[config.mk]
export PLATFORM = sky130hd
export DESIGN_NAME = mhp_top
export DESIGN_NICKNAME = d
export VERILOG_FILES = /design/src/logic/mhp_pkg.sv /design/src/logic/frame_ram.sv /design/src/logic/frame_rx.sv /design/src/logic/mhp_top.sv /design/src/logic/reply_engine.sv /design/src/logic/reply_tx.sv
export VERILOG_INCLUDE_DIRS = /design/src /design/src/logic
export SDC_FILE = /design/constraint.sdc
export NUM_CORES = 1
export LEC_CHECK = 0
export BUFFER_PORTS_ARGS = -buffer_cell sky130_fd_sc_hd__buf_2
export CORE_MARGIN = 4
export CORE_UTILIZATION = 36
export CTS_CLUSTER_SIZE = 40
export DETAILED_ROUTE_END_ITERATION = 8
export SYNTH_ARGS = -nofsm -noshare
export SYNTH_HDL_FRONTEND = slang
export SYNTH_SLANG_ARGS = --single-unit
[constraint.sdc]
create_clock -name i_clk -period 7.5 [get_ports i_clk]
set_input_delay 0.375 -clock i_clk [delete_from_list [all_inputs] [get_ports i_clk]]
set_output_delay 0.375 -clock i_clk [all_outputs]
set_load 0.01 [all_outputs]
[src/logic/mhp_defines.svh]
`ifndef MHP_DEFINES_SVH
`define MHP_DEFINES_SVH

////////////////////////////////////////////////////////////////////////////
// frame storage
////////////////////////////////////////////////////////////////////////////

// ram depth, also the longest frame kept
`define FRAME_MAX     64
`define RAM_AW        6

// src(2) dst(2) size(2) type(1)
`define HDR_LEN       7

// idle cycles with an empty fifo that close a frame
`define RX_GAP_LIMIT  63

////////////////////////////////////////////////////////////////////////////
// reply layout
////////////////////////////////////////////////////////////////////////////

// bytes per reply, zero padded
`define REPLY_LEN     50

// checksum high byte, low byte right after
`define CSUM_POS      9

// opcodes in type[6:0], type[7] is direction
`define OP_PING       7'h01
`define OP_ADDR       7'h04
`define ACK_BIT       4

`endif

[src/logic/mhp_pkg.sv]
`include "mhp_defines.svh"

package mhp_pkg;

  typedef logic [7:0]         byte_t;
  typedef logic [`RAM_AW-1:0] addr_t;

  // one ram write per cycle
  typedef struct packed {
    logic  en;
    addr_t addr;
    byte_t data;
  } ram_wr_t;

  // output byte, valid only with ready
  typedef struct packed {
    logic  valid;
    byte_t data;
  } tx_beat_t;

  // header in wire order, src first
  typedef struct packed {
    logic [15:0] src;
    logic [15:0] dst;
    logic [15:0] size;
    byte_t       dtype;
  } frame_hdr_t;

  typedef enum logic [1:0] {CMD_PING, CMD_ADDR, CMD_NONE} cmd_op_e;

  typedef enum logic [2:0] {
    RX_IDLE, RX_POP, RX_LATCH, RX_STORE, RX_POLL, RX_HOLD, RX_RELEASE
  } rx_state_e;

  typedef enum logic [3:0] {
    ENG_IDLE, ENG_HDR_RD, ENG_HDR_LD, ENG_DECODE, ENG_FILL, ENG_SUM_RD,
    ENG_SUM_LD, ENG_CSUM_HI, ENG_CSUM_LO, ENG_SEND, ENG_WAIT_TX, ENG_ACK
  } eng_state_e;

  typedef enum logic [1:0] {TX_IDLE, TX_FETCH, TX_LOAD, TX_SEND} tx_state_e;

endpackage

[src/logic/frame_ram.sv]
`timescale 1ns/10ps
`include "mhp_defines.svh"

module frame_ram (
  input  logic             i_clk,
  input  mhp_pkg::ram_wr_t i_wr_a,
  input  mhp_pkg::ram_wr_t i_wr_b,
  input  mhp_pkg::addr_t   i_rd_addr,
  output mhp_pkg::byte_t   o_rd_data
);

  logic [7:0] mem [0:`FRAME_MAX-1];

  ////////////////////////////////////////////////////////////////////////////
  // write side
  ////////////////////////////////////////////////////////////////////////////

  // receiver on a, engine on b
  // the handshake keeps them apart, a wins anyway
  always_ff @(posedge i_clk) begin
    if (i_wr_a.en) begin
      mem[i_wr_a.addr] <= i_wr_a.data;
    end else if (i_wr_b.en) begin
      mem[i_wr_b.addr] <= i_wr_b.data;
    end
  end

  ////////////////////////////////////////////////////////////////////////////
  // read side
  ////////////////////////////////////////////////////////////////////////////

  // data one cycle after the address, old value on a collision
  always_ff @(posedge i_clk) begin
    o_rd_data <= mem[i_rd_addr];
  end

endmodule

[src/logic/frame_rx.sv]
`timescale 1ns/10ps
`include "mhp_defines.svh"

module frame_rx (
  input  logic             i_clk,
  input  logic             i_rst,
  input  mhp_pkg::byte_t   i_rx_data,
  input  logic             i_rx_ready,
  output logic             o_rx_req,
  output mhp_pkg::ram_wr_t o_wr,
  output logic             o_frame_req,
  output mhp_pkg::byte_t   o_frame_len,
  input  logic             i_frame_ack
);
  import mhp_pkg::*;

  rx_state_e                         state;
  logic                              rx_req;
  logic                              wr_en;
  byte_t                             wr_data;
  byte_t                             frame_len;
  logic [$clog2(`RX_GAP_LIMIT)-1:0]  gap_cnt;
  logic                              frame_req;

  always_ff @(posedge i_clk) begin
    if (i_rst) begin
      state     <= RX_IDLE;
      rx_req    <= 1'b0;
      wr_en     <= 1'b0;
      frame_len <= '0;
      gap_cnt   <= '0;
      frame_req <= 1'b0;
    end else begin
      rx_req <= 1'b0;
      wr_en  <= 1'b0;
      case (state)
        // first byte of a new frame
        RX_IDLE: begin
          if (i_rx_ready) begin
            rx_req <= 1'b1;
            state  <= RX_POP;
          end
        end
        // pop cycle, byte shows up next
        RX_POP: state <= RX_LATCH;
        RX_LATCH: begin
          // bytes past the ram end are dropped
          wr_en <= (frame_len < `FRAME_MAX);
          state <= RX_STORE;
        end
        RX_STORE: begin
          if (frame_len < `FRAME_MAX) begin
            frame_len <= frame_len + 8'd1;
          end
          gap_cnt <= '0;
          state   <= RX_POLL;
        end
        RX_POLL: begin
          if (i_rx_ready) begin
            rx_req <= 1'b1;
            state  <= RX_POP;
          end else if (gap_cnt == ($bits(gap_cnt))'(`RX_GAP_LIMIT - 1)) begin
            frame_req <= 1'b1;
            state     <= RX_HOLD;
          end else begin
            gap_cnt <= gap_cnt + 1'b1;
          end
        end
        // frame owned by the engine, fifo backs up
        RX_HOLD: begin
          if (i_frame_ack) begin
            frame_req <= 1'b0;
            state     <= RX_RELEASE;
          end
        end
        RX_RELEASE: begin
          if (!i_frame_ack) begin
            frame_len <= '0;
            state     <= RX_IDLE;
          end
        end
        default: state <= RX_IDLE;
      endcase
    end
  end

  always_ff @(posedge i_clk) begin
    if (state == RX_LATCH) begin
      wr_data <= i_rx_data;
    end
  end

  // address is the running length, bumped after the write
  assign o_wr        = '{en: wr_en, addr: frame_len[`RAM_AW-1:0], data: wr_data};
  assign o_rx_req    = rx_req;
  assign o_frame_req = frame_req;
  assign o_frame_len = frame_len;

endmodule

[src/logic/mhp_top.sv]
`timescale 1ns/10ps

module mhp_top (
  input  logic              i_clk,
  input  logic              i_rst,
  input  mhp_pkg::byte_t    i_rx_data,
  input  logic              i_rx_ready,
  output logic              o_rx_req,
  output mhp_pkg::tx_beat_t o_tx,
  input  logic              i_tx_ready
);
  import mhp_pkg::*;

  // receiver to engine handshake
  logic    frame_req;
  logic    frame_ack;
  byte_t   frame_len;

  // ram ports
  ram_wr_t rx_wr;
  ram_wr_t eng_wr;
  addr_t   rd_addr;
  byte_t   rd_data;

  frame_rx u_frame_rx (
    .i_clk       (i_clk),
    .i_rst       (i_rst),
    .i_rx_data   (i_rx_data),
    .i_rx_ready  (i_rx_ready),
    .o_rx_req    (o_rx_req),
    .o_wr        (rx_wr),
    .o_frame_req (frame_req),
    .o_frame_len (frame_len),
    .i_frame_ack (frame_ack)
  );

  frame_ram u_frame_ram (
    .i_clk     (i_clk),
    .i_wr_a    (rx_wr),
    .i_wr_b    (eng_wr),
    .i_rd_addr (rd_addr),
    .o_rd_data (rd_data)
  );

  reply_engine u_reply_engine (
    .i_clk       (i_clk),
    .i_rst       (i_rst),
    .i_frame_req (frame_req),
    .i_frame_len (frame_len),
    .o_frame_ack (frame_ack),
    .o_wr        (eng_wr),
    .o_rd_addr   (rd_addr),
    .i_rd_data   (rd_data),
    .o_tx        (o_tx),
    .i_tx_ready  (i_tx_ready)
  );

endmodule

[src/logic/reply_engine.sv]
`timescale 1ns/10ps
`include "mhp_defines.svh"

module reply_engine (
  input  logic              i_clk,
  input  logic              i_rst,
  input  logic              i_frame_req,
  input  mhp_pkg::byte_t    i_frame_len,
  output logic              o_frame_ack,
  output mhp_pkg::ram_wr_t  o_wr,
  output mhp_pkg::addr_t    o_rd_addr,
  input  mhp_pkg::byte_t    i_rd_data,
  output mhp_pkg::tx_beat_t o_tx,
  input  logic              i_tx_ready
);
  import mhp_pkg::*;

  eng_state_e  state;
  cmd_op_e     cmd;
  cmd_op_e     cmd_dec;
  frame_hdr_t  hdr;
  addr_t       idx;
  logic [15:0] csum;
  logic        wr_en;
  addr_t       wr_addr;
  byte_t       wr_data;
  logic        frame_ack;
  logic        tx_start;
  logic        tx_done;
  addr_t       tx_rd_addr;

  // reply bytes 0..8, addresses swapped
  function automatic byte_t tmpl_byte(input addr_t pos, input cmd_op_e op,
                                      input frame_hdr_t h);
    logic grant;
    grant = (op == CMD_ADDR);
    case (pos)
      6'd0:    return h.dst[15:8];
      6'd1:    return h.dst[7:0];
      6'd2:    return h.src[15:8];
      6'd3:    return h.src[7:0];
      6'd5:    return grant ? 8'h02 : 8'h01;
      6'd6:    return grant ? 8'h92 : 8'h81;
      6'd7:    return grant ? 8'h01 : 8'h00;
      6'd8:    return grant ? 8'h20 : 8'h00;
      default: return 8'h00;
    endcase
  endfunction

  // ack flag wins over the opcode
  always_comb begin
    if (hdr.dtype[`ACK_BIT]) begin
      cmd_dec = CMD_NONE;
    end else if (hdr.dtype[6:0] == `OP_PING) begin
      cmd_dec = CMD_PING;
    end else if (hdr.dtype[6:0] == `OP_ADDR) begin
      cmd_dec = CMD_ADDR;
    end else begin
      cmd_dec = CMD_NONE;
    end
  end

  ////////////////////////////////////////////////////////////////////////////
  // control FSM
  ////////////////////////////////////////////////////////////////////////////

  always_ff @(posedge i_clk) begin
    if (i_rst) begin
      state     <= ENG_IDLE;
      cmd       <= CMD_NONE;
      idx       <= '0;
      wr_en     <= 1'b0;
      frame_ack <= 1'b0;
    end else begin
      wr_en <= 1'b0;
      case (state)
        ENG_IDLE: begin
          if (i_frame_req) begin
            idx <= '0;
            // runt frames are never answered
            if (i_frame_len < 8'(`HDR_LEN)) begin
              cmd   <= CMD_NONE;
              state <= ENG_ACK;
            end else begin
              state <= ENG_HDR_RD;
            end
          end
        end
        ENG_HDR_RD: state <= ENG_HDR_LD;
        ENG_HDR_LD: begin
          if (idx == addr_t'(`HDR_LEN - 1)) begin
            state <= ENG_DECODE;
          end else begin
            idx   <= idx + 1'b1;
            state <= ENG_HDR_RD;
          end
        end
        ENG_DECODE: begin
          cmd   <= cmd_dec;
          idx   <= '0;
          state <= (cmd_dec == CMD_NONE) ? ENG_ACK : ENG_FILL;
        end
        // one template byte per cycle
        ENG_FILL: begin
          wr_en <= 1'b1;
          if (idx == addr_t'(`CSUM_POS - 1)) begin
            idx   <= '0;
            state <= ENG_SUM_RD;
          end else begin
            idx <= idx + 1'b1;
          end
        end
        // sum read back from ram
        ENG_SUM_RD: state <= ENG_SUM_LD;
        ENG_SUM_LD: begin
          if (idx == addr_t'(`CSUM_POS - 1)) begin
            state <= ENG_CSUM_HI;
          end else begin
            idx   <= idx + 1'b1;
            state <= ENG_SUM_RD;
          end
        end
        ENG_CSUM_HI: begin
          wr_en <= 1'b1;
          state <= ENG_CSUM_LO;
        end
        ENG_CSUM_LO: begin
          wr_en <= 1'b1;
          state <= ENG_SEND;
        end
        ENG_SEND:    state <= ENG_WAIT_TX;
        ENG_WAIT_TX: begin
          if (tx_done) begin
            state <= ENG_ACK;
          end
        end
        // hold ack until the receiver lets go of req
        ENG_ACK: begin
          frame_ack <= 1'b1;
          if (frame_ack && !i_frame_req) begin
            frame_ack <= 1'b0;
            state     <= ENG_IDLE;
          end
        end
        default: state <= ENG_IDLE;
      endcase
    end
  end

  always_ff @(posedge i_clk) begin
    case (state)
      ENG_HDR_LD: hdr <= {hdr[47:0], i_rd_data};
      ENG_DECODE: csum <= '0;
      ENG_FILL: begin
        wr_addr <= idx;
        wr_data <= tmpl_byte(idx, cmd, hdr);
      end
      ENG_SUM_LD: csum <= csum + {8'h00, i_rd_data};
      ENG_CSUM_HI: begin
        wr_addr <= addr_t'(`CSUM_POS);
        wr_data <= csum[15:8];
      end
      ENG_CSUM_LO: begin
        wr_addr <= addr_t'(`CSUM_POS + 1);
        wr_data <= csum[7:0];
      end
      default: ;
    endcase
  end

  assign tx_start    = (state == ENG_SEND);
  // transmitter borrows the read port while sending
  assign o_rd_addr   = (state == ENG_WAIT_TX) ? tx_rd_addr : idx;
  assign o_wr        = '{en: wr_en, addr: wr_addr, data: wr_data};
  assign o_frame_ack = frame_ack;

  reply_tx u_reply_tx (
    .i_clk      (i_clk),
    .i_rst      (i_rst),
    .i_start    (tx_start),
    .o_done     (tx_done),
    .o_rd_addr  (tx_rd_addr),
    .i_rd_data  (i_rd_data),
    .o_tx       (o_tx),
    .i_tx_ready (i_tx_ready)
  );

endmodule

[src/logic/reply_tx.sv]
`timescale 1ns/10ps
`include "mhp_defines.svh"

module reply_tx (
  input  logic              i_clk,
  input  logic              i_rst,
  input  logic              i_start,
  output logic              o_done,
  output mhp_pkg::addr_t    o_rd_addr,
  input  mhp_pkg::byte_t    i_rd_data,
  output mhp_pkg::tx_beat_t o_tx,
  input  logic              i_tx_ready
);
  import mhp_pkg::*;

  tx_state_e state;
  addr_t     idx;
  byte_t     data_q;
  logic      done;

  always_ff @(posedge i_clk) begin
    if (i_rst) begin
      state <= TX_IDLE;
      idx   <= '0;
      done  <= 1'b0;
    end else begin
      done <= 1'b0;
      case (state)
        TX_IDLE: begin
          if (i_start) begin
            idx   <= '0;
            state <= TX_FETCH;
          end
        end
        // address out this cycle, data in the next
        TX_FETCH: state <= TX_LOAD;
        TX_LOAD:  state <= TX_SEND;
        TX_SEND: begin
          if (i_tx_ready) begin
            if (idx == addr_t'(`REPLY_LEN - 1)) begin
              done  <= 1'b1;
              state <= TX_IDLE;
            end else begin
              idx   <= idx + 1'b1;
              state <= TX_FETCH;
            end
          end
        end
        default: state <= TX_IDLE;
      endcase
    end
  end

  // past the checksum the reply is padding
  always_ff @(posedge i_clk) begin
    if (state == TX_LOAD) begin
      data_q <= (idx <= addr_t'(`CSUM_POS + 1)) ? i_rd_data : 8'h00;
    end
  end

  assign o_rd_addr = idx;
  // beat goes out in the cycle ready is seen
  assign o_tx      = '{valid: (state == TX_SEND) && i_tx_ready, data: data_q};
  assign o_done    = done;

endmodule

==> run_results.csv, run 1 <==
group,metric,value,unit
outcome,status,"finished clean",
sta,min_period,4300,ps
clock_network,cts_tree,"built",
layout,syn2layout_area_growth,11.9,%
worst_hold_path,min_to,"u_frame_rx.o_rx_req",
route,post_drt_wl_per_cell,21.8,um
setup_path,worstPathRequired,7980,ps
global_route,overflow,0,
floorplanning,row_count,100,
placement,post_dp_cell_area,0.0281,mm^2
logic_synthesis,synth-compound-area-share,0.0706,
sta,fin_skew,29.3,ps
floorplanning,dieArea,0.0797,mm^2
setup_path,worstRegToRegCells,9,
global_route,grt_use_total,0.163,
sta,setup_viol,0,
global_route,antenna_found_initial,2,
clock_network,clockBufferDepth,3,
floorplanning,num_io_pins,22,
sta,hold_viol,0,
power_and_ir_drop,combPwrFrac,0.151,
placement,pre_cts_ws,3200,ps
power_and_ir_drop,p_clk_frac,0.355,
logic_synthesis,yosys.area_share.simple,0.125,
worst_hold_path,hp-start,"i_rx_ready",
logic_synthesis,synth-edff-count,614,
flow_run,cap_violations,0,
logic_synthesis,yosys_warnings,0,
setup_path,path_max_fanout,55,
logic_synthesis,synth_top_family_by_area,"simple AND/OR/NAND/NOR gates",
power_and_ir_drop,power,9.29,mW
power_and_ir_drop,switching_share,0.277,
power_and_ir_drop,vdd_ir_drop_max,0.000160,V
floorplanning,coreArea,0.0744,mm^2
sta,worst_slew_pin_slew,1270,ps
placement,io_buffers,21,
global_route,grt_start_max_net_pins,149,
logic_synthesis,ys_seq_area_frac,0.719,
setup_path,critPathLaunchType,"flop",
clock_network,path_clk_slew,60,ps
global_route,grt_pass1_vias,15800,
setup_path,critPathKind,"flop to flop",
logic_synthesis,ys.flop_type,"edfxtp_1",
clock_network,ctsHoldBuffers,8,
setup_path,r2r_setup_slack,3200,ps
setup_path,crit_arrival,4780,ps
placement,hpwl,39800,um
logic_synthesis,syn_inst,1972,
logic_synthesis,synth_fa_ha_area_frac,0.0109,
sta,min_period_over_period,0.574,
floorplanning,die_x,282,um
route,drcViolationCount,0,
floorplanning,die_height,282,um
logic_synthesis,netlist_top_cells_count,"edfxtp_1 (614), nand2_1 (379), nor2_1 (118), mux2i_1 (102)",
clock_network,clockRootBuffer,"clkbuf_16",
route,routed_via_density,5.40,
logic_synthesis,ys_top_cells_by_area,"edfxtp_1 (68%), nand2_1 (5.3%), dfxtp_1 (3.8%)",
sta,layout_setup_ws,3200,ps
worst_hold_path,holdCritPathClass,"input pin to flop",
sta,max_slew_margin,0.152,
logic_synthesis,yosysMostFrequentCell,"edfxtp_1",
logic_synthesis,yosys.area.top_type_share,0.681,
route,wirelength,65700,um
setup_path,reg2reg_from,"u_reply_engine.state[3]",
setup_path,r2r-end,"u_frame_ram.o_rd_data[6]",
placement,gp_routability_congestion,0.800,
layout,final_cells,3008,
logic_synthesis,yosysTopAreaCell,"edfxtp_1",
logic_synthesis,syn_avg_cell_area,13.7,um^2
layout,drive_gt1_frac,0.0804,
floorplanning,initial_utilization,0.364,
setup_path,end_kind,"flop",
sta,rsz0062_at_grt,"no",
logic_synthesis,async_flop_share,0,
logic_synthesis,synth.ff_latch_count,665,
clock_network,clock_latency,620,ps
logic_synthesis,synthXorXnorAreaFrac,0.00906,
clock_network,cts.sinks,665,
layout,postLayoutCoreUtil,0.407,
clock_network,cts_made_buffers,69,
clock_network,postCtsSetupRepairBufs,0,
power_and_ir_drop,power_frac_seq,0.495,
logic_synthesis,synth_fp_nets,2007,
layout,postLayoutCellArea,0.0303,mm^2
logic_synthesis,ys_types,66,
logic_synthesis,synthesis.area,0.0271,mm^2
clock_network,h-tree-depth,3,
power_and_ir_drop,power_density,307,mW/mm^2
placement,dp.cells,2878,
layout,fin_nets,2023,
route,vias,16300,
sta,whs,95.1,ps
logic_synthesis,synthMuxAreaShare,0.0453,
route,ant_nets,0,
power_and_ir_drop,leakagePower,9.75,nW
power_and_ir_drop,switchingPower,2.57,mW
clock_network,ctsResizeCount,0,
layout,n_antenna_cell,0,
global_route,grt_pass1_wl,98600,um
sta,clock.fmax,232,MHz
sta,drv_slew,0,
route,first_iter_violations,1549,
sta,setup_tns,0,ps
route,first_pass_iters,5,
worst_hold_path,hold_depth,3,
power_and_ir_drop,intPower,6.72,mW
==> registers in the layout (all words and copies together), names as in the netlist, 3 cells and up <==
| signal | count |
|---|---|
| u_reply_engine.hdr | 56 |
| u_frame_ram.o_rd_data | 8 |
| u_reply_engine.csum | 16 |
| u_frame_rx.gap_cnt | 6 |
| u_reply_engine.state | 4 |
| u_reply_engine.u_reply_tx.data_q | 8 |
| u_frame_rx.wr_data | 8 |
| u_reply_engine.idx | 6 |
| u_frame_ram.mem | 512 |
| u_frame_rx.state | 3 |
| u_reply_engine.wr_data | 8 |
| u_reply_engine.u_reply_tx.o_rd_addr | 6 |
| u_reply_engine.wr_addr | 6 |
| u_frame_rx.o_frame_len | 8 |
==> cell usage in the layout, fill, tap and decap left out, types with 19 or more instances in the layout <==
master,netlist,routed
nand2_1,379,379
o21ai_0,28,28
a32oi_1,50,50
a31oi_1,86,86
buf_2,50,21
and3_1,41,41
nor2_1,118,118
edfxtp_1,614,614
clkbuf_1,40,19
clkbuf_16,0,69
nand3_1,86,86
nand2b_1,21,21
a21oi_1,31,31
dfxtp_1,51,51
ha_1,22,22
buf_4,8,20
mux2i_1,102,102
==> worst max path at each step <==
stage / start / endpoint / slack, ps / cells after the start
detailed placement: u_reply_engine.state[3] / u_frame_ram.o_rd_data[6] / 3200 / 9
global placement: u_reply_engine.state[3] / u_frame_ram.o_rd_data[4] / 3380 / 9
finish: u_reply_engine.state[3] / u_frame_ram.o_rd_data[6] / 3200 / 9
floorplan: u_reply_engine.state[0] / u_reply_engine.idx[1] / 2160 / 6
global route: u_reply_engine.state[3] / u_frame_ram.o_rd_data[6] / 2900 / 9
CTS: u_reply_engine.state[3] / u_frame_ram.o_rd_data[6] / 3230 / 9
==> worst max-delay path, stage by stage (launching register included) <==
cell and delay, ps:
dfxtp_1 670, and4bb_1 800, mux2i_4 380, buf_4 600, buf_4 710, mux2i_1 270
a32oi_1 70, and3_1 240, a31oi_1 170, nand4_1 160
==> final cells by class <==
| type | instances | area (um^2) |
|---|---|---|
| fillers | 6784 | 44100 |
| flip-flops and latches | 665 | 19500 |
| multi-input cells | 1187 | 7080 |
| clock buffers | 89 | 1810 |
| well taps | 969 | 1210 |
| repair buffers | 50 | 355 |
| clock inverters | 33 | 337 |
| inverters | 15 | 56.3 |
==> power by group through the flow <==
stage | clock (mW) | combinational [mW] | sequential, mW
after detailed placement | 0 | 1.41 | 4.67
after global routing | 3.51 | 1.54 | 4.61
final | 3.29 | 1.40 | 4.59
after floorplan | 0 | 0.965 | 4.58
after CTS | 3.36 | 1.42 | 4.59
after global placement | 0 | 1.37 | 4.66
==> kinds of logic (layout without fill, tap and decap cells) <==
family / count (synthesis) / after routing
AND/OR/NAND/NOR: 750 / 750
XOR/XNOR: 28 / 28
flip-flops: 665 / 665
adder cells (fa/ha/maj): 23 / 23
multiplexers: 119 / 119
buffers and inverters: 120 / 187
AO/OA/AOI/OAI: 267 / 267
==> routing by layer <==
layer  vias to the layer above  global-route usage  wire length (um)
met5                         -                   0                 0
met4                         0              0.0684              2690
met3                       135              0.0353              4900
met2                       548               0.256             30300
met1                      8119               0.221             27800
li1                       7455                   -                 -
(Power assumes the default switching activity.)
==> run 2: changes to the inputs <==
Settings changed: ABC_AREA from default to 1.
Clock period 7.5 ns to 4.05 ns, I/O delays scaled along.
==> run 2 against run 1 <==
Against the previous run: total power up 110%; synthesized area up 8.8%; register-to-register slack worse by 2300 ps; clock power up 86%; final area up 9.0%; global-route usage up 1.4 points; critical path depth unchanged; fmax up 37%; sequential power up 89%; worst setup slack worse by 2300 ps; critical path type unchanged.
==> run_results.csv, run 2 <==
group,metric,value,unit
outcome,status,"finished clean",
placement,io_buffers,21,
sta,setup_tns,0,ps
route,ant_nets,0,
worst_hold_path,holdCritPathClass,"input pin to flop",
clock_network,path_clk_slew,60,ps
layout,final_cell_mix,"nand2_1 (633), edfxtp_1 (614), inv_1 (540)",
setup_path,crit_arrival,3380,ps
logic_synthesis,netlist_top_cells_count,"nand2_1 (633), edfxtp_1 (614), inv_1 (540), nand3_1 (527), nor2_1 (143)",
floorplanning,row_count,104,
sta,setup_viol,0,
logic_synthesis,yosys_warnings,0,
clock_network,cts_made_buffers,71,
floorplanning,coreArea,0.0808,mm^2
layout,fin_nets,2956,
layout,seqCellArea,0.0195,mm^2
route,routed_via_density,5.00,
power_and_ir_drop,power_density,603,mW/mm^2
sta,clock.fmax,318,MHz
floorplanning,die_height,294,um
setup_path,critPathKind,"flop to flop",
route,first_pass_iters,5,
logic_synthesis,yosys.area.top_type_share,0.626,
route,wirelength,77300,um
logic_synthesis,synth-edff-count,614,
route,first_iter_violations,1954,
logic_synthesis,ys_top_cells_by_area,"edfxtp_1 (63%), nand3_1 (9.0%), nand2_1 (8.1%)",
clock_network,cts.sinks,665,
layout,syn2layout_area_growth,12.2,%
floorplanning,num_io_pins,22,
global_route,grt_pass1_vias,19300,
layout,layout_commonest_cell,"nand2_1",
global_route,overflow,0,
logic_synthesis,synth.ff_latch_count,665,
sta,min_period_over_period,0.776,
logic_synthesis,async_flop_share,0,
clock_network,clockBufferDepth,3,
logic_synthesis,yosysMostFrequentCell,"nand2_1",
setup_path,cp_num_buf_inv,3,
logic_synthesis,synthesis.area,0.0295,mm^2
logic_synthesis,ys.flop_type,"edfxtp_1",
route,post_drt_wl_per_cell,19.1,um
floorplanning,die_x,294,um
layout,final_cells,4037,
setup_path,end_kind,"flop",
logic_synthesis,synth_fp_nets,2923,
floorplanning,initial_utilization,0.365,
setup_path,crit_family,"simple AND/OR/NAND/NOR gates",
setup_path,worstPathRequired,4290,ps
global_route,grt_use_total,0.177,
layout,n_antenna_cell,0,
clock_network,clockRootBuffer,"clkbuf_16",
clock_network,h-tree-depth,3,
layout,drive_gt1_frac,0.0632,
setup_path,cpMaxStageDelayCell,"nor2_1",
setup_path,worstPathCellList,"inv_1 -> nand2_1 -> buf_4 -> nand2_1 -> o21ai_0 -> inv_1 -> nor3_1 -> nand2_1 -> nor2_1",
placement,dp.cells,3897,
clock_network,postCtsSetupRepairBufs,0,
flow_run,cap_violations,0,
sta,fin_skew,25.8,ps
clock_network,ctsHoldBuffers,11,
global_route,grt_start_max_net_pins,129,
placement,gp_routability_congestion,0.855,
power_and_ir_drop,vdd_ir_drop_max,0.000526,V
sta,min_period,3140,ps
setup_path,path_max_fanout,17,
layout,largest_reg_flops,512,
global_route,grt_pass1_wl,118000,um
layout,n_fill_cell,7717,
layout,multi_input_area,0.00744,mm^2
layout,largest_registers,"u_frame_ram.mem (512), u_reply_engine.hdr (56), u_reply_engine.csum (16)",
layout,top_register,"u_frame_ram.mem",
floorplanning,dieArea,0.0865,mm^2
clock_network,clock_latency,620,ps
power_and_ir_drop,leakagePower,13.3,nW
global_route,antenna_found_initial,0,
sta,hold_viol,0,
sta,whs,295,ps
layout,postLayoutCoreUtil,0.409,
setup_path,slowest_delay,770,ps
setup_path,cpMostUsedCell,"nand2_1",
sta,max_slew_margin,0.305,
route,drcViolationCount,0,
route,vias,20200,
logic_synthesis,ys_seq_area_frac,0.661,
placement,hpwl,46600,um
logic_synthesis,syn_inst,2888,
logic_synthesis,syn_avg_cell_area,10.2,um^2
sta,drv_slew,0,
setup_path,critPathLaunchType,"flop",
clock_network,ctsResizeCount,0,
clock_network,cts_tree,"built",
logic_synthesis,ys_types,48,
sta,worst_slew_pin_slew,1040,ps
logic_synthesis,yosysTopAreaCell,"edfxtp_1",
sta,rsz0062_at_grt,"no",
-- run 2: cell count changes in the layout (fill, tap and decap cells not counted), sizes merged, moves of 22 or more --
cell and change:
nand2 +258, buf +22, nand3b +36, nand3 +443
and3 -40, inv +526, a31oi -83, mux2i -104
a32oi -49, nor2 +28
-- run 2: final timing paths --
check / start / endpoint / slack [ps] / cells after the start
worst max-delay path: u_frame_rx.wr_en / u_frame_ram.mem[18][4] / 910 / 9
worst min-delay path: i_rx_data[7] / u_frame_rx.wr_data[7] / 290 / 2
worst max register to register: u_frame_rx.wr_en / u_frame_ram.mem[18][4] / 910 / 9
worst min register to register: u_reply_engine.hdr[22] / u_reply_engine.hdr[30] / 420 / 0
-- run 2: cells by family after synthesis --
| group | after synthesis | synth area share |
|---|---|---|
| buffers and inverters | 659 | 0.0891 |
| DFF | 665 | 0.661 |
| AOI/OAI and AO/OA | 129 | 0.0252 |
| muxes | 8 | 0.00306 |
| adders and majority gates | 23 | 0.0100 |
| and+or+nand+nor | 1401 | 0.211 |
| xor gates and xnor gates | 3 | 0.000892 |
-- run 2: worst reg2reg max path: stages (launching register included) --
cell	delay, ps
dfxtp_1	330
inv_1	40
nand2_1	90
buf_4	250
nand2_1	70
o21ai_0	250
inv_1	200
nor3_1	300
nand2_1	470
nor2_1	780
-- run 2: stage by stage --
step	power [mW]	cell area, um^2	setup WS (ps)
2_1_floorplan	12.0	29500	123
3_3_place_gp	13.9	30800	1010
3_5_place_dp	13.9	30800	1000
4_1_cts	20.0	33000	983
5_1_grt	20.9	33000	701
6_report	19.9	33000	906
-- run 2: where the power goes --
| part | internal (mW) | total (mW) | switching (mW) |
|---|---|---|---|
| Clock | 3.43 | 6.12 | 2.70 |
| Sequential | 8.37 | 8.66 | 0.298 |
| Combinational | 1.37 | 5.13 | 3.75 |
| Total | 13.2 | 19.9 | 6.75 |
-- run 2: cell type report --
cell class | instances | area share
clock inverters | 35 | 0.00670
repair buffers | 75 | 0.0193
well taps | 1060 | 0.0401
flip-flops and latches | 665 | 0.589
inverters | 544 | 0.0618
clock buffers | 94 | 0.0583
multi-input cells | 1564 | 0.225
-- run 2: metal layers --
metal / share of wire / up-vias / track usage
li1: - / 9608 / -
met1: 0.44 / 9715 / 0.247
met2: 0.46 / 724 / 0.282
met3: 0.066 / 128 / 0.0292
met4: 0.031 / 0 / 0.0592
met5: 0 / - / 0
